--- src/verilog/minimig_pkg.sv ---
// shared address map and reset constants; the region tag is cpuaddress[23:19], 512 KB per tag
package minimig_pkg;

	// ------------------------------
	// bus widths
	// ------------------------------
	localparam int CPU_ADDR_W = 23;		// word address cpuaddress[23:1]
	localparam int RAM_ADDR_W = 19;		// sram word address ramaddress[19:1]
	localparam int DATA_W     = 16;		// 68000 data bus

	// ------------------------------
	// address map
	// ------------------------------
	// lowest bit looked at by the decoder
	localparam int REGION_SEL_LSB = 19;
	localparam int TAG_W          = CPU_ADDR_W - REGION_SEL_LSB + 1;	// 5 bit tag

	// tags in address bits 23:19
	localparam logic [TAG_W-1:0] CHIP_TOP  = 5'd1;		// chip ram is tags 0 and 1
	localparam logic [TAG_W-1:0] SLOW_BASE = 5'd24;		// 0xC00000
	localparam logic [TAG_W-1:0] KICK_BASE = 5'd31;		// 0xF80000

	// ------------------------------
	// reset timing
	// ------------------------------
	// release when this counter bit first sets, 2**RST_HOLD_BIT clocks
	localparam int RST_HOLD_BIT = 6;

	// ------------------------------
	// memory regions
	// ------------------------------
	typedef enum logic [2:0]
	{
		REGION_NONE    = 3'd0,	// unmapped, reads zero
		REGION_CHIP_LO = 3'd1,	// chip ram 0x000000..0x07FFFF
		REGION_CHIP_HI = 3'd2,	// chip ram 0x080000..0x0FFFFF
		REGION_SLOW    = 3'd3,	// slow ram 0xC00000..0xC7FFFF
		REGION_KICK    = 3'd4	// kickstart 0xF80000..0xFFFFFF
	} mem_region_t;

endpackage

--- src/verilog/sys_reset.sv ---
// kbdrst is asynchronous and sampled once; exrst is synchronous; release comes 64 clocks late
`timescale 1ns/1ps

module sys_reset
(
	input  logic clk,		// bus clock
	input  logic exrst,		// external reset, active low
	input  logic kbdrst,	// keyboard reset request, active high
	output logic reset,		// global reset, active high
	output logic _cpureset	// 68000 reset pin
);

	logic req;												// registered reset request
	logic [minimig_pkg::RST_HOLD_BIT:0] hold_cnt;		// hold timer

	// ------------------------------
	// input register
	// ------------------------------
	always_ff @(posedge clk)
	begin
		if (!exrst)
			req <= 1'b1;
		else
			req <= kbdrst;	// keyboard request through one flop
	end

	// ------------------------------
	// hold timer
	// ------------------------------
	// cleared while requested, then runs up to the hold bit and parks there
	always_ff @(posedge clk)
	begin
		if (!exrst || req)
			hold_cnt <= '0;
		else if (!hold_cnt[minimig_pkg::RST_HOLD_BIT])
			hold_cnt <= hold_cnt + 1'b1;
	end

	// registered global reset
	always_ff @(posedge clk)
	begin
		if (!exrst)
			reset <= 1'b1;	// active from the first exrst cycle
		else
			reset <= ~hold_cnt[minimig_pkg::RST_HOLD_BIT];
	end

	assign _cpureset = ~reset;	// cpu held in reset with the system

	// ------------------------------
	// checks
	// ------------------------------
	// every request keeps the system in reset for the full hold time
	assert property (@(posedge clk) disable iff (!exrst)
		$fell(req) |=> reset [*64])
		else $error("reset released before hold time");

endmodule

--- src/verilog/mem_decoder.sv ---
// combinational; only cpuaddress[23:19] is decoded, so each region repeats inside its 512 KB
`timescale 1ns/1ps

module mem_decoder
(
	input  logic [minimig_pkg::CPU_ADDR_W:1] cpuaddress,	// 68000 word address
	input  logic                             ovl,			// kickstart overlay
	output minimig_pkg::mem_region_t         region			// selected region
);

	logic [minimig_pkg::TAG_W-1:0] tag;	// 512 KB block number

	// ------------------------------
	// tag extraction
	// ------------------------------
	assign tag = cpuaddress[minimig_pkg::CPU_ADDR_W:minimig_pkg::REGION_SEL_LSB];

	// ------------------------------
	// region decode
	// ------------------------------
	always_comb
	begin
		region = minimig_pkg::REGION_NONE;	// anything not listed below
		if (tag == '0)
		begin
			// overlay puts the rom at address zero for the reset vector
			if (ovl)
				region = minimig_pkg::REGION_KICK;
			else
				region = minimig_pkg::REGION_CHIP_LO;
		end
		else if (tag == minimig_pkg::CHIP_TOP)
		begin
			region = minimig_pkg::REGION_CHIP_HI;	// second half of chip ram
		end
		else if (tag == minimig_pkg::SLOW_BASE)
		begin
			region = minimig_pkg::REGION_SLOW;		// trapdoor style slow ram
		end
		else if (tag == minimig_pkg::KICK_BASE)
		begin
			region = minimig_pkg::REGION_KICK;		// normal rom location
		end
	end

	// note: with ovl low, 0xF80000 is still kickstart, with ovl high
	// the rom is seen in both places and chip low is hidden

endmodule

--- src/verilog/cpu_bridge.sv ---
// 68000 strobes are used directly, without input synchronizers; cycles end only when _as rises
`timescale 1ns/1ps

module cpu_bridge
(
	input  logic                           clk,			// bus clock
	input  logic                           reset,		// global reset
	input  logic                           _as,			// address strobe
	input  logic                           _uds,		// upper data strobe d15..d8
	input  logic                           _lds,		// lower data strobe d7..d0
	input  logic                           r_w,			// 1 read, 0 write
	input  logic [minimig_pkg::DATA_W-1:0] cpudata_in,	// write data from cpu
	input  logic [minimig_pkg::DATA_W-1:0] ram_rdata,	// read data from sram bridge
	output logic                           _dtack,		// data acknowledge
	output logic                           rd,			// bus read
	output logic                           hwr,			// bus high byte write
	output logic                           lwr,			// bus low byte write
	output logic [minimig_pkg::DATA_W-1:0] cpudata_out,	// read data to cpu
	output logic [minimig_pkg::DATA_W-1:0] ram_wdata	// write data to sram
);

	logic enable;	// cycle in progress and not yet acknowledged

	// ------------------------------
	// cycle decode
	// ------------------------------
	// open until dtack is given, so the strobes drop right after the ack edge
	assign enable = !reset && !_as && _dtack && (!_uds || !_lds);

	always_comb
	begin
		rd  = 1'b0;
		hwr = 1'b0;
		lwr = 1'b0;
		if (enable)
		begin
			if (r_w)
			begin
				rd = 1'b1;			// reads are always a full word
			end
			else
			begin
				hwr = !_uds;		// byte lanes follow the data strobes
				lwr = !_lds;
			end
		end
	end

	// ------------------------------
	// data acknowledge
	// ------------------------------
	always_ff @(posedge clk)
	begin
		if (reset)
			_dtack <= 1'b1;
		else if (_as)
			_dtack <= 1'b1;		// end of cycle
		else if (enable)
			_dtack <= 1'b0;		// ack on the first enabled edge
	end

	// ------------------------------
	// data paths
	// ------------------------------
	// read latch holds while dtack is low
	always_ff @(posedge clk)
	begin
		if (enable)
			cpudata_out <= ram_rdata;	// zero on writes and unmapped reads
	end

	// write data only during a write strobe
	always_comb
	begin
		if (hwr || lwr)
			ram_wdata = cpudata_in;
		else
			ram_wdata = '0;
	end

	// ------------------------------
	// checks
	// ------------------------------
	assert property (@(posedge clk) !(rd && (hwr || lwr)))
		else $error("read and write strobes together");

	// data strobes only come inside an address strobe
	assert property (@(posedge clk) disable iff (reset)
		(!_uds || !_lds) |-> !_as)
		else $error("data strobe active without address strobe");

endmodule

--- src/verilog/sram_bridge.sv ---
// combinational; kickstart is read only, and banks stay deselected while no strobe is active
`timescale 1ns/1ps

module sram_bridge
(
	input  minimig_pkg::mem_region_t       region,		// decoded region
	input  logic                           rd,			// bus read
	input  logic                           hwr,			// bus high write
	input  logic                           lwr,			// bus low write
	input  logic [minimig_pkg::DATA_W-1:0] ramdata,		// sram read data
	output logic [minimig_pkg::DATA_W-1:0] ram_rdata,	// read data to cpu bridge
	output logic                           _ramsel0,	// bank 0 select
	output logic                           _ramsel1,	// bank 1 select
	output logic                           address19,	// sram address line 19
	output logic                           _ub,			// upper byte
	output logic                           _lb,			// lower byte
	output logic                           _we,			// write enable
	output logic                           _oe			// output enable
);

	logic access;		// any strobe active
	logic en_chip_lo;	// 512 KB block enables
	logic en_chip_hi;
	logic en_slow;
	logic en_kick;
	logic enable;		// some block selected

	// ------------------------------
	// block enables
	// ------------------------------
	assign access     = rd || hwr || lwr;
	assign en_chip_lo = (region == minimig_pkg::REGION_CHIP_LO) && access;
	assign en_chip_hi = (region == minimig_pkg::REGION_CHIP_HI) && access;
	assign en_slow    = (region == minimig_pkg::REGION_SLOW) && access;
	assign en_kick    = (region == minimig_pkg::REGION_KICK) && rd;	// write protect
	assign enable     = en_chip_lo || en_chip_hi || en_slow || en_kick;

	// ------------------------------
	// bank mapping
	// ------------------------------
	// two 1 MB banks, each split in halves by line 19
	assign _ramsel0  = ~(en_chip_lo || en_chip_hi);	// chip ram
	assign _ramsel1  = ~(en_slow || en_kick);		// slow ram and rom
	assign address19 = en_chip_hi || en_kick;		// upper half

	// ------------------------------
	// control pins
	// ------------------------------
	assign _we = ~(enable && (hwr || lwr));
	assign _oe = ~(enable && rd);
	assign _ub = ~(enable && (rd || hwr));	// reads take both bytes
	assign _lb = ~(enable && (rd || lwr));

	// read data back to the bus, zero when not selected
	assign ram_rdata = (enable && rd) ? ramdata : '0;

	// ------------------------------
	// checks
	// ------------------------------
	// one region at a time from the decoder, so never both banks
	always_comb
	begin
		assert (_ramsel0 || _ramsel1)
			else $error("both sram banks selected");
	end

endmodule

--- src/verilog/minimig_core.sv ---
// processor and sram side only; clock comes from outside, no dma, no bus sharing
`timescale 1ns/1ps

module minimig_core
(
	// system
	input  logic                               clk,			// bus clock
	input  logic                               exrst,		// external reset, active low
	input  logic                               kbdrst,		// keyboard reset
	input  logic                               ovl,			// kickstart overlay
	// 68000 pins
	input  logic [minimig_pkg::CPU_ADDR_W:1]   cpuaddress,	// address bus
	input  logic [minimig_pkg::DATA_W-1:0]     cpudata_in,	// data from cpu
	output logic [minimig_pkg::DATA_W-1:0]     cpudata_out,	// data to cpu
	input  logic                               _as,
	input  logic                               _uds,
	input  logic                               _lds,
	input  logic                               r_w,
	output logic                               _dtack,
	output logic                               _cpureset,
	// sram pins
	input  logic [minimig_pkg::DATA_W-1:0]     ramdata,		// sram read data
	output logic [minimig_pkg::DATA_W-1:0]     ram_wdata,	// sram write data
	output logic [minimig_pkg::RAM_ADDR_W:1]   ramaddress,	// sram word address
	output logic                               _ramsel0,
	output logic                               _ramsel1,
	output logic                               _ub,
	output logic                               _lb,
	output logic                               _we,
	output logic                               _oe
);

	logic                           reset;		// global reset
	minimig_pkg::mem_region_t       region;		// decoded region
	logic                           rd;			// bus strobes
	logic                           hwr;
	logic                           lwr;
	logic [minimig_pkg::DATA_W-1:0] ram_rdata;	// sram data to cpu bridge
	logic                           address19;	// bank half select

	// ------------------------------
	// reset and decode
	// ------------------------------
	sys_reset sys_reset_i
	(
		.clk       (clk),
		.exrst     (exrst),
		.kbdrst    (kbdrst),
		.reset     (reset),
		._cpureset (_cpureset)
	);

	mem_decoder mem_decoder_i
	(
		.cpuaddress (cpuaddress),
		.ovl        (ovl),
		.region     (region)
	);

	// ------------------------------
	// bridges
	// ------------------------------
	cpu_bridge cpu_bridge_i
	(
		.clk         (clk),
		.reset       (reset),
		._as         (_as),
		._uds        (_uds),
		._lds        (_lds),
		.r_w         (r_w),
		.cpudata_in  (cpudata_in),
		.ram_rdata   (ram_rdata),
		._dtack      (_dtack),
		.rd          (rd),
		.hwr         (hwr),
		.lwr         (lwr),
		.cpudata_out (cpudata_out),
		.ram_wdata   (ram_wdata)
	);

	sram_bridge sram_bridge_i
	(
		.region    (region),
		.rd        (rd),
		.hwr       (hwr),
		.lwr       (lwr),
		.ramdata   (ramdata),
		.ram_rdata (ram_rdata),
		._ramsel0  (_ramsel0),
		._ramsel1  (_ramsel1),
		.address19 (address19),
		._ub       (_ub),
		._lb       (_lb),
		._we       (_we),
		._oe       (_oe)
	);

	// low address lines straight from the cpu, line 19 from the bank mapping
	assign ramaddress = {address19, cpuaddress[minimig_pkg::RAM_ADDR_W-1:1]};

endmodule

--- config.mk ---
export PLATFORM = sky130hd
export DESIGN_NAME = minimig_core
export DESIGN_NICKNAME = d
export VERILOG_FILES = /design/src/verilog/minimig_pkg.sv /design/src/verilog/sys_reset.sv /design/src/verilog/mem_decoder.sv /design/src/verilog/cpu_bridge.sv /design/src/verilog/sram_bridge.sv /design/src/verilog/minimig_core.sv
export SDC_FILE = /design/constraint.sdc
export NUM_CORES = 1
export LEC_CHECK = 0
export ABC_AREA = 1
export BUFFER_PORTS_ARGS = -buffer_cell sky130_fd_sc_hd__clkbuf_2
export CAP_MARGIN = 20
export CORE_MARGIN = 8
export CORE_UTILIZATION = 42
export CTS_CLUSTER_DIAMETER = 200
export DETAILED_ROUTE_END_ITERATION = 6
export PLACE_DENSITY = 0.94
export REMOVE_ABC_BUFFERS = 1
export SLEW_MARGIN = 20
export SYNTH_ARGS = -nofsm -noshare
export SYNTH_HDL_FRONTEND = slang
export SYNTH_SLANG_ARGS = --single-unit
--- constraint.sdc ---
create_clock -name clk -period 4.6 [get_ports clk]
set_clock_uncertainty 0.2 [all_clocks]
set_input_delay 1.38 -clock clk [delete_from_list [all_inputs] [get_ports clk]]
set_output_delay 1.38 -clock clk [all_outputs]
set_load 0.01 [all_outputs]
=== Yosys cells after proc, flatten, opt, wreduce, memory -nomap -nowiden ===
Cells that the tools add are included.

* Logic and storage cells: 64
* Output and inout bits: 59
* Bits in registers: 26
* Input bits: 63

* $add $sub $neg: 1
* Reductions and logical operators: 29
* Bitwise gates (word level): 8
* Eq/ne operators: 7
* Multiplexer cells: 13

{| class="wikitable"
|+ Operator list
! kind !! number
|-
| $mux 16 || 1
|-
| $mux 3 || 5
|-
| $logic_and 1x1->1 || 11
|-
| $logic_or 1x1->1 || 11
|-
| $eq 5x5->1 const B || 2
|-
| $not 1->1 || 8
|-
| $add 7x1->7 const B || 1
|-
| $mux 7 || 1
|-
| $eq 3x2->1 const B || 2
|-
| $mux 1 || 6
|-
| $eq 5x1->1 const B || 1
|-
| $logic_not 1->1 || 5
|-
| $logic_not 5->1 || 1
|-
| $eq 3x1->1 const B || 1
|-
| $eq 3x3->1 const B || 1
|-
| $reduce_or 2->1 || 1
|}

=== Depth between registers and ports, before layout ===
Gate-level depths: netlist of run 1.

* Word-level depth: 13
* Depth in mapped cells: 9
* Mapped depth without buffers: 8

=== Hierarchy ===
Synthesis of run 1 repeated with hierarchy kept, for this count alone.

* Cell total of the unflattened synthesis: 199
* Area, all modules: 1550.2 um2

{| class="wikitable"
|+ Modules (own cells, without submodules)
! module !! seq. area each (um2) !! cells an instance !! times used !! area an instance (um2)
|-
| cpu_bridge || 500.5 || 62 || 1 || 735.7
|-
| sys_reset || 180.2 || 49 || 1 || 370.4
|-
| sram_bridge || 0.0 || 53 || 1 || 226.5
|-
| minimig_core || 0.0 || 19 || 1 || 142.6
|-
| mem_decoder || 0.0 || 16 || 1 || 75.1
|}

=== Worst setup path before layout of run 1 ===
No wires, ideal clock.

* Kind: input-to-output
* From: in _uds
* To: out ram_wdata[10] (netlist name)
* Slack: 0.403 ns
* Buffers on the path: 1
* Stages: 6
* Data required time: 3.020 ns
* Data arrival time: 2.617 ns
* Cells stage by stage: nand2_1 > nand3_4 > inv_1 > nand2_1 > buf_2 > nor2_1

* Longest elaborated chain between the ends: 6
* Elaborated cells between the ends (all ways): 8
* Classes of those cells: 4 x mux; 4 x reduce/logical

{| class="wikitable"
|+ Ends and longest elaborated chain
! what !! RTL line !! RTL
|-
| start, declared || minimig_core.sv:16 || <nowiki>input logic _uds,</nowiki>
|-
| $logic_not 1->1 (*) || cpu_bridge.sv:28, cpu_bridge.sv:43 ||
|-
| $logic_or 1x1->1 || cpu_bridge.sv:28 || <nowiki>assign enable = !reset && !_as && _dtack && (!_uds || !_lds);</nowiki>
|-
| $logic_and 1x1->1 || cpu_bridge.sv:28 ||
|-
| $mux 1 || cpu_bridge.sv:35 || <nowiki>if (enable)</nowiki>
|-
| $logic_or 1x1->1 (*) || cpu_bridge.sv:75 || <nowiki>if (hwr || lwr)</nowiki>
|-
| $mux 16 (*) || cpu_bridge.sv:75 ||
|-
| end, declared || minimig_core.sv:23 || <nowiki>output logic [minimig_pkg::DATA_W-1:0] ram_wdata,</nowiki>
|}

Mark *: on every way between the ends. The rest lies on a longest branch, timed or not.

=== Worst setup path in the final report of run 1 ===
* From: in _as
* To: out ram_wdata[11] (netlist name)

* Longest elaborated chain between the ends: 7
* Elaborated cells between the ends (all ways): 8
* Classes of those cells: 3 x mux; 5 x reduce/logical

{| class="wikitable"
|+ Ends and longest elaborated chain
! what !! RTL line !! RTL
|-
| start, declared || minimig_core.sv:15 || <nowiki>input logic _as,</nowiki>
|-
| $logic_not 1->1 (*) || cpu_bridge.sv:28 ||
|-
| $logic_and 1x1->1 (*) (3 in series) || cpu_bridge.sv:28 ||
|-
| $mux 1 || cpu_bridge.sv:35 ||
|-
| $logic_or 1x1->1 (*) || cpu_bridge.sv:75 ||
|-
| $mux 16 (*) || cpu_bridge.sv:75 ||
|}

Marks and branches as above.

==> impl_metrics.sql, run 1 <==
INSERT INTO impl_metrics (metric_group, metric, value, unit) VALUES
('detailed_routing', 'num_vias', '1369', ''),
('floorplanning', 'std_cell_rows', '22', ''),
('clock_network', 'cts_repair_resize_count', '0', ''),
('layout', 'layout.cell_area.non_filler', '1930', 'µm²'),
('power', 'irDropWorstVdd', '233', 'µV'),
('setup_path', 'r2r_end', 'cpu_bridge_i.cpudata_out[13]', ''),
('setup_path', 'required', '3.02', 'ns'),
('timing', 'fin_tns_setup', '0', 'ns'),
('grt', 'track_usage', '12.8', '%'),
('clock_network', 'cts_max_level', '1', ''),
('setup_path', 'timing.reg2reg.setup_slack', '2.81', 'ns'),
('layout', 'layout.core_utilization', '53.6', '%'),
('timing', 'finalHoldWorstSlack', '0.244', 'ns'),
('clock_network', 'clock_insertion_delay_worst_skew', '0.26', 'ns'),
('setup_path', 'critical_path.slowest_cell', 'nand2_1', ''),
('job', 'max-cap-violations', '0', ''),
('yosys', 'synthCells', '191', ''),
('detailed_routing', 'dr_wl_cell', '12.7', 'µm'),
('detailed_routing', 'dr.first_iter.drc_count', '90', ''),
('status', 'run_status', 'completed', ''),
('timing', 'rsz_0062_raised_after_global_routing', 'no', ''),
('setup_path', 'critical_path.endpoint_type', 'output port', ''),
('yosys', 'synth_most_common_cell', 'inv_1', ''),
('detailed_routing', 'firstDrtPassIters', '5', ''),
('power', 'report.power.total', '421', 'µW'),
('worst_hold_path', 'min_to', 'sys_reset_i.reset', ''),
('floorplanning', 'die_area', '5880', 'µm²'),
('grt', 'grt_pass1_wl', '6180', 'µm'),
('timing', 'max_slew.worst_pin.slew', '0.465', 'ns'),
('floorplanning', 'core-area', '3610', 'µm²'),
('clock_network', 'clk_pin_slew', '0.08', 'ns'),
('power', 'power_per_cell_area', '218', 'nW/µm²'),
('floorplanning', 'fp.dieW', '76.7', 'µm'),
('yosys', 'mappedNetlistArea', '1550', 'µm²'),
('yosys', 'postSynth.asyncResetShare', '0', '%'),
('setup_path', 'cp_cell_sequence', 'clkbuf_2, nor2_4, nand3_4, inv_1, nand2_1, nor2_1, clkbuf_2', ''),
('floorplanning', 'die-height', '76.7', 'µm'),
('yosys', 'yosys_most_used_dff', 'edfxtp_1', ''),
('setup_path', 'worstSetupStartpointType', 'input pin', ''),
('timing', 'maxClockFrequency', '247', 'MHz'),
('detailed_routing', 'drcViolationCount', '0', ''),
('clock_network', 'cts_made_buffers', '3', ''),
('yosys', 'synthTopCellsByCount', 'inv_1, nor2_1, nand2_1, buf_4, edfxtp_1', ''),
('setup_path', 'worst_path_most_repeated_cell', 'clkbuf_2', ''),
('detailed_routing', 'via_per_inst', '4.43', ''),
('worst_hold_path', 'startpoint_of_the_worst_hold_path', 'sys_reset_i.hold_cnt[6]', ''),
('placement', 'finalWeightedCongestion', '0.778', ''),
('yosys', 'ys_top_cells_by_area', 'edfxtp_1, dfxtp_1, inv_1, nor2_1, buf_4', ''),
('detailed_routing', 'dr_wl_met2', '1920', 'µm'),
('worst_hold_path', 'timing.hold.worst.class', 'register to register', ''),
('placement', 'detailed_place_hpwl', '3440', 'µm'),
('yosys', 'yosys.area.top_type', 'edfxtp_1', ''),
('detailed_routing', 'highest-signal-layer', 'met4', ''),
('setup_path', 'reg2reg_from', 'sys_reset_i.reset', ''),
('timing', 'max_slew_headroom', '69.0', '%'),
('layout', 'drive_above_1_share', '41.8', '%'),
('placement', 'postPlaceCellArea', '1880', 'µm²'),
('worst_hold_path', 'worst_hold_path.num_cells', '1', ''),
('detailed_routing', 'route.final.wire_length', '3930', 'µm'),
('timing', 'finalCritPeriodShare', '88.0', '%'),
('clock_network', 'clkSinkCount', '26', ''),
('clock_network', 'cts.root.buffer_cell', 'clkbuf_8', ''),
('setup_path', 'worst_ep_arrival_time', '2.47', 'ns'),
('floorplanning', 'pin_count', '122', ''),
('grt', 'antenna_found_initial', '0', ''),
('timing', 'setup-violations-final', '0', ''),
('floorplanning', 'initial_core_util', '42.9', '%'),
('yosys', 'synth.avg_cell_area', '8.10', 'µm²'),
('grt', 'grt_remaining_overflow', '0', ''),
('setup_path', 'criticalPathCategory', 'input pin to output port', ''),
('layout', 'antennaDiodeCount', '0', '');
[where the power goes]
group	switching (µW)	internal, µW	leakage [µW]
Clock	63.8	76.3	0.0000288
Combinational	17.8	17.8	0.000824
Sequential	0.491	245	0.000266
[state kept, by name, summed over array words and instances, names as in the netlist]
signal,flops
cpu_bridge_i.cpudata_out,16
sys_reset_i.hold_cnt,7
cpu_bridge_i._dtack,1
sys_reset_i.req,1
sys_reset_i.reset,1
[how the worst max path moves through the flow]
stage	start	slack [ns]	to
2_1_floorplan	_uds	0.39	ram_wdata[0]
3_3_place_gp	_as	0.57	ram_wdata[9]
3_5_place_dp	_as	0.53	ram_wdata[2]
4_1_cts	_as	0.52	ram_wdata[2]
5_1_grt	_as	0.36	ram_wdata[0]
6_report	_as	0.55	ram_wdata[11]
[kinds of logic after synthesis]
logic type | after synthesis | synth area share [%]
AOI/OAI and AO/OA | 8 | 2.67
buffers and inverters | 68 | 22.2
DFF | 26 | 44.0
adders and majority gates | 1 | 0.809
and+or+nand+nor | 88 | 30.3
[per-stage QoR]
| step | std cells | setup WS, ns |
|---|---|---|
| after floorplan | 170 | 0.394 |
| after global placement | 305 | 0.572 |
| after detailed placement | 305 | 0.527 |
| after CTS | 309 | 0.525 |
| after global routing | 309 | 0.363 |
| final | 309 | 0.550 |
[cells in the final DEF (no fill, tap or decap)]
cell	n
nor2_4	11
clkbuf_2	85
nor4_1	1
nor2_1	40
clkbuf_8	4
a21oi_1	4
o21ai_0	3
nand3_4	1
or2_2	1
dfxtp_1	10
buf_4	2
nand2_2	2
nand2_4	1
nand2_1	21
edfxtp_1	16
ha_1	1
a31oi_1	1
nand4_1	3
nand3_1	4
nand3_2	1
inv_1	47
and2_2	1
nor3_1	1
[area by class of cell]
type	instances	area [µm²]	share of cell area (%)
clock buffer	4	55.1	2.85
inverter	47	176	9.12
multi-input combinational	97	522	27.0
sequential	26	681	35.2
tap	48	60.1	3.10
timing repair buffer	87	440	22.8
[critical path: cells and delay by family]
| family | cells | cell delay (ns) |
|---|---|---|
| buffers and inverters | 3 | 0.40 |
| and+or+nand+nor | 4 | 0.70 |
[per-layer routing]
layer / global-route usage [%] / vias up
met4: 2.88 / 0
met5: 0 / -
li1: - / 690
met3: 8.51 / 4
met1: 11.8 / 588
met2: 22.8 / 87
Note: power is estimated with default switching activity, not from simulation.
==> inputs of run 2 (changes only) <==
--- a/config.mk
+++ b/config.mk
@@ -12,7 +12,7 @@
 export CORE_UTILIZATION = 42
 export CTS_CLUSTER_DIAMETER = 200
 export DETAILED_ROUTE_END_ITERATION = 6
-export PLACE_DENSITY = 0.94
+export PLACE_DENSITY = 0.85
 export REMOVE_ABC_BUFFERS = 1
 export SLEW_MARGIN = 20
 export SYNTH_ARGS = -nofsm -noshare
==> impl_metrics.sql, run 2 (synthesis gave the netlist of run 1 again) <==
INSERT INTO impl_metrics (metric_group, metric, value, unit) VALUES
('grt', 'grt_remaining_overflow', '0', ''),
('timing', 'finalCritPeriodShare', '88.6', '%'),
('timing', 'setup-violations-final', '0', ''),
('clock_network', 'cts_made_buffers', '3', ''),
('setup_path', 'worst-path-max-fanout', '16', ''),
('setup_path', 'cpPeakStageDelay', '0.30', 'ns'),
('timing', 'maxClockFrequency', '245', 'MHz'),
('layout', 'filler_cell_count', '340', ''),
('setup_path', 'cp_cell_sequence', 'clkbuf_2, nor2_4, nand3_4, inv_1, nand2_1, nor2_1, clkbuf_2', ''),
('worst_hold_path', 'timing.hold.worst.class', 'register to register', ''),
('status', 'run_status', 'completed', ''),
('power', 'irDropWorstVdd', '141', 'µV'),
('detailed_routing', 'drcViolationCount', '0', ''),
('timing', 'rsz_0062_raised_after_global_routing', 'no', ''),
('grt', 'first_global_vias', '1339', ''),
('timing', 'final_worst_setup_slack', '0.526', 'ns'),
('placement', 'pre_cts_slack', '0.506', 'ns'),
('clock_network', 'clkSinkCount', '26', ''),
('layout', 'area_delta_synth_final', '24.4', '%'),
('layout', 'largest_register_ff_count', '16', ''),
('placement', 'detailed_place_hpwl', '3190', 'µm'),
('clock_network', 'cts_tree', 'yes', ''),
('floorplanning', 'fp.dieW', '76.7', 'µm'),
('timing', 'max_slew.worst_pin.slew', '0.468', 'ns'),
('job', 'max-cap-violations', '0', ''),
('setup_path', 'worst_ep_arrival_time', '2.49', 'ns'),
('detailed_routing', 'dr_wl_cell', '11.7', 'µm'),
('setup_path', 'criticalPathCategory', 'input pin to output port', ''),
('layout', 'layout_commonest_cell', 'clkbuf_2', ''),
('clock_network', 'cts.root.buffer_cell', 'clkbuf_8', ''),
('layout', 'max_flop_register', 'cpu_bridge_i.cpudata_out', ''),
('timing', 'report.final.slew_viol_count', '0', ''),
('floorplanning', 'initial_core_util', '42.9', '%'),
('floorplanning', 'die_area', '5880', 'µm²'),
('floorplanning', 'die-height', '76.7', 'µm'),
('floorplanning', 'std_cell_rows', '22', ''),
('floorplanning', 'core-area', '3610', 'µm²'),
('timing', 'max_slew_headroom', '68.7', '%'),
('timing', 'timing.final.crit_period', '4.07', 'ns'),
('clock_network', 'cts_max_level', '1', ''),
('timing', 'fin_tns_setup', '0', 'ns'),
('layout', 'storage_cell_area', '681', 'µm²'),
('floorplanning', 'pin_count', '122', ''),
('grt', 'track_usage', '12.1', '%'),
('power', 'power_per_cell_area', '210', 'nW/µm²'),
('grt', 'grt_start_max_net_pins', '17', ''),
('setup_path', 'required', '3.02', 'ns'),
('power', 'p_leak', '0.00111', 'µW'),
('clock_network', 'clock_insertion_delay_worst_skew', '0.26', 'ns'),
('clock_network', 'cts_repair_resize_count', '0', ''),
('layout', 'layout.cell_area.non_filler', '1920', 'µm²'),
('layout', 'drive_above_1_share', '41.4', '%'),
('clock_network', 'postCtsSetupRepairBufs', '0', ''),
('layout', 'finalNetCount', '326', ''),
('detailed_routing', 'num_vias', '1355', ''),
('clock_network', 'clk_pin_slew', '0.08', 'ns'),
('grt', 'antenna_found_initial', '0', ''),
('layout', 'largestRegisters', 'cpu_bridge_i.cpudata_out (16), sys_reset_i.hold_cnt (7)', ''),
('clock_network', 'holdBufCountCts', '0', ''),
('detailed_routing', 'firstDrtPassIters', '4', ''),
('setup_path', 'critical_path.endpoint_type', 'output port', ''),
('setup_path', 'critical_path.slowest_cell', 'nand2_1', ''),
('placement', 'postPlaceCellArea', '1880', 'µm²'),
('layout', 'most-common-layout-cells', 'clkbuf_2, inv_1, nor2_1', ''),
('placement', 'finalWeightedCongestion', '0.797', ''),
('detailed_routing', 'via_per_inst', '4.39', ''),
('setup_path', 'worstSetupStartpointType', 'input pin', ''),
('placement', 'place.port_buffers', '85', ''),
('detailed_routing', 'dr.first_iter.drc_count', '45', ''),
('grt', 'grt_pass1_wl', '5820', 'µm'),
('detailed_routing', 'route.final.wire_length', '3620', 'µm'),
('layout', 'multiInputGateArea', '522', 'µm²'),
('timing', 'number_of_hold_slack_violations_in_the_final_timing_report', '0', ''),
('clock_network', 'clock_path_buffers', '2', ''),
('detailed_routing', 'antenna_violating_nets_post_route', '0', ''),
('setup_path', 'worst_path_most_repeated_cell', 'clkbuf_2', ''),
('setup_path', 'cpLargestDelayFamily', 'simple AND/OR/NAND/NOR gates', ''),
('setup_path', 'sum_of_buffers_and_inverters_on_the_critical_path', '3', ''),
('layout', 'antennaDiodeCount', '0', '');
==> run 2: changes by cell type in the layout (fill, tap and decap cells not counted), sizes merged <==
cell,before,now
clkbuf,89,88
clkinv,0,1
==> run 2: worst paths after layout <==
| check | from | end | slack, ns | cells past startpoint |
|---|---|---|---|---|
| worst max register to register | sys_reset_i.reset | cpu_bridge_i.cpudata_out[11] | 2.79 | 8 |
| worst max-delay path | _as | ram_wdata[12] | 0.53 | 7 |
| worst min-delay path | sys_reset_i.hold_cnt[6] | sys_reset_i.reset | 0.24 | 1 |
| worst min register to register | sys_reset_i.hold_cnt[6] | sys_reset_i.reset | 0.24 | 1 |
==> run 2: report_power, final <==
| part | total [µW] | switching [µW] | internal, µW | leakage [µW] |
|---|---|---|---|---|
| logic | 35.1 | 17.2 | 17.8 | 0.000824 |
| clock network | 123 | 63.3 | 59.5 | 0.0000231 |
| registers | 245 | 0.447 | 245 | 0.000266 |
==> run 2: layer usage <==
layer / wire length [µm] / GRT usage, %
met4: 80 / 5.19
met5: 0 / 2.73
met3: 531 / 8.39
met2: 1710 / 20.1
met1: 1300 / 10.8
==> run 2: layout make-up <==
| class | instances | share of cell area (%) |
|---|---|---|
| clock buffer | 3 | 2.15 |
| timing repair buffer | 87 | 22.9 |
| multi-input combinational | 97 | 27.1 |
| clock inverter | 1 | 0.195 |
| tap | 48 | 3.12 |
| inverter | 47 | 9.17 |
| sequential | 26 | 35.4 |
==> run 2: worst reg2reg max path, stage by stage, from the launching register on <==
cell     delay, ns
dfxtp_1       0.37
nor2_4        0.06
nand3_4       0.09
nor2_1        0.06
nor2_1        0.13
nand3_2       0.14
nand2_4       0.09
buf_4         0.31
nor2_1        0.10
==> run 2: metrics by stage <==
stage	total power [µW]	hold WS, ns	util (%)	cells
after global placement	286	0.221	52.1	305
after global routing	425	0.270	53.4	309
after detailed placement	286	0.221	52.1	305
after floorplan	265	0.196	-	170
final	403	0.243	53.4	309
after CTS	409	0.246	53.4	309
==> inputs of run 3 (changes only) <==
--- a/config.mk
+++ b/config.mk
@@ -9,10 +9,10 @@
 export BUFFER_PORTS_ARGS = -buffer_cell sky130_fd_sc_hd__clkbuf_2
 export CAP_MARGIN = 20
 export CORE_MARGIN = 8
-export CORE_UTILIZATION = 42
+export CORE_UTILIZATION = 39
 export CTS_CLUSTER_DIAMETER = 200
 export DETAILED_ROUTE_END_ITERATION = 6
-export PLACE_DENSITY = 0.85
+export PLACE_DENSITY = 0.8
 export REMOVE_ABC_BUFFERS = 1
 export SLEW_MARGIN = 20
 export SYNTH_ARGS = -nofsm -noshare
==> constraint.sdc (replaced) <==
create_clock -name clk -period 3.8 [get_ports clk]
set_clock_uncertainty 0.2 [all_clocks]
set_input_delay 1.14 -clock clk [delete_from_list [all_inputs] [get_ports clk]]
set_output_delay 1.14 -clock clk [all_outputs]
set_load 0.01 [all_outputs]
==> impl_metrics.sql, run 3 (synthesis gave the netlist of run 1 again) <==
INSERT INTO impl_metrics (metric_group, metric, value, unit) VALUES
('status', 'run_status', 'completed', ''),
('layout', 'largest_register_ff_count', '16', ''),
('clock_network', 'cts_made_buffers', '3', ''),
('worst_hold_path', 'timing.hold.worst.class', 'register to register', ''),
('layout', 'antennaDiodeCount', '0', ''),
('setup_path', 'worst_path_most_repeated_cell', 'clkbuf_2', ''),
('timing', 'rsz_0062_raised_after_global_routing', 'no', ''),
('timing', 'max_slew_headroom', '69.7', '%'),
('grt', 'grt_pass1_wl', '5510', 'µm'),
('timing', 'setup-violations-final', '0', ''),
('floorplanning', 'die-height', '79.0', 'µm'),
('power', 'power_per_cell_area', '254', 'nW/µm²'),
('clock_network', 'cts_max_level', '1', ''),
('layout', 'area_delta_synth_final', '24.6', '%'),
('detailed_routing', 'antenna_violating_nets_post_route', '0', ''),
('detailed_routing', 'route.final.wire_length', '3700', 'µm'),
('power', 'report.power.total', '489', 'µW'),
('setup_path', 'critical_path.slowest_cell', 'nand2_1', ''),
('clock_network', 'clock_path_buffers', '2', ''),
('setup_path', 'cp_cell_sequence', 'clkbuf_2, nor2_4, nand3_4, inv_1, nand2_1, nor2_1, clkbuf_2', ''),
('floorplanning', 'std_cell_rows', '23', ''),
('detailed_routing', 'via_per_inst', '4.32', ''),
('setup_path', 'worst_ep_arrival_time', '2.24', 'ns'),
('detailed_routing', 'dr_wl_cell', '11.9', 'µm'),
('setup_path', 'required', '2.46', 'ns'),
('timing', 'final_worst_setup_slack', '0.224', 'ns'),
('floorplanning', 'fp.dieW', '79.0', 'µm'),
('grt', 'track_usage', '11.1', '%'),
('placement', 'finalWeightedCongestion', '0.818', ''),
('layout', 'most-common-layout-cells', 'clkbuf_2, inv_1, nor2_1', ''),
('power', 'p_leak', '0.00102', 'µW'),
('setup_path', 'criticalPathCategory', 'input pin to output port', ''),
('detailed_routing', 'drcViolationCount', '0', ''),
('setup_path', 'worst-path-max-fanout', '16', ''),
('layout', 'max_flop_register', 'cpu_bridge_i.cpudata_out', ''),
('grt', 'first_global_vias', '1217', ''),
('layout', 'largestRegisters', 'cpu_bridge_i.cpudata_out (16), sys_reset_i.hold_cnt (7)', ''),
('placement', 'place.port_buffers', '85', ''),
('grt', 'grt_start_max_net_pins', '17', ''),
('timing', 'number_of_hold_slack_violations_in_the_final_timing_report', '0', ''),
('floorplanning', 'die_area', '6240', 'µm²'),
('grt', 'antenna_found_initial', '0', ''),
('clock_network', 'cts_repair_resize_count', '0', ''),
('setup_path', 'critical_path.endpoint_type', 'output port', ''),
('timing', 'max_slew.worst_pin.slew', '0.454', 'ns'),
('job', 'max-cap-violations', '0', ''),
('timing', 'report.final.slew_viol_count', '0', ''),
('setup_path', 'worstSetupStartpointType', 'input pin', ''),
('clock_network', 'clkSinkCount', '26', ''),
('detailed_routing', 'dr.first_iter.drc_count', '71', ''),
('detailed_routing', 'firstDrtPassIters', '4', ''),
('floorplanning', 'core-area', '3910', 'µm²'),
('placement', 'detailed_place_hpwl', '3230', 'µm'),
('power', 'irDropWorstVdd', '190', 'µV'),
('setup_path', 'cpPeakStageDelay', '0.29', 'ns'),
('floorplanning', 'initial_core_util', '39.5', '%'),
('timing', 'maxClockFrequency', '280', 'MHz'),
('clock_network', 'clock_insertion_delay_worst_skew', '0.26', 'ns'),
('placement', 'pre_cts_slack', '0.216', 'ns'),
('timing', 'finalCritPeriodShare', '94.1', '%'),
('clock_network', 'cts.root.buffer_cell', 'clkbuf_8', ''),
('timing', 'finalHoldWorstSlack', '0.232', 'ns'),
('timing', 'timing.final.crit_period', '3.58', 'ns'),
('layout', 'layout_commonest_cell', 'clkbuf_2', ''),
('clock_network', 'cts_tree', 'yes', ''),
('clock_network', 'postCtsSetupRepairBufs', '0', ''),
('floorplanning', 'pin_count', '122', ''),
('clock_network', 'clk_pin_slew', '0.08', 'ns'),
('timing', 'fin_tns_setup', '0', 'ns'),
('grt', 'grt_remaining_overflow', '0', ''),
('layout', 'finalNetCount', '326', ''),
('layout', 'drive_above_1_share', '41.4', '%'),
('detailed_routing', 'num_vias', '1344', ''),
('clock_network', 'holdBufCountCts', '0', '');
run 3: cell counts in the layout (fill, tap and decap cells not counted):
No cell type changed its count.
run 3: path summary, 6_finish.rpt:
path,to,cells after the start,from,slack [ns]
worst min-delay path,sys_reset_i.reset,1,sys_reset_i.hold_cnt[6],0.23
worst min register to register,sys_reset_i.reset,1,sys_reset_i.hold_cnt[6],0.23
worst max-delay path,ram_wdata[11],7,_as,0.22
worst max register to register,cpu_bridge_i.cpudata_out[9],8,sys_reset_i.reset,2.01
run 3: metal layers:
layer	vias to the layer above	wire (µm)	global-route usage, %
met5	-	0	1.67
li1	688	-	-
met2	84	1700	18.5
met3	2	749	9.03
met4	0	10	2.78
met1	570	1240	9.94
run 3: cell type report:
class	instances	area (µm²)
Multi-Input combinational cell	97	522
Fill cell	393	1990
Tap cell	50	62.6
Sequential cell	26	681
Clock buffer	3	41.3
Timing Repair Buffer	87	440
Inverter	47	176
Clock inverter	1	3.75
run 3: stage by stage:
| stage | cells | instance area (µm²) | util (%) |
|---|---|---|---|
| 6_report | 311 | 1930 | 49.2 |
| 5_1_grt | 311 | 1930 | 49.2 |
| 4_1_cts | 311 | 1930 | 49.2 |
| 3_5_place_dp | 307 | 1880 | 48.1 |
| 3_3_place_gp | 307 | 1880 | 48.1 |
| 2_1_floorplan | 170 | 1380 | - |
run 3: critical path, delay by kind of cell:
family / cells / cell delay [ns]
AND/OR/NAND/NOR: 4 / 0.69
buffers and inverters: 3 / 0.41
run 3: power breakdown:
part	internal [µW]	leakage [µW]	switching (µW)
clock	72.1	0.0000231	77.0
combinational	21.6	0.000809	21.4
sequential	297	0.000192	0.539
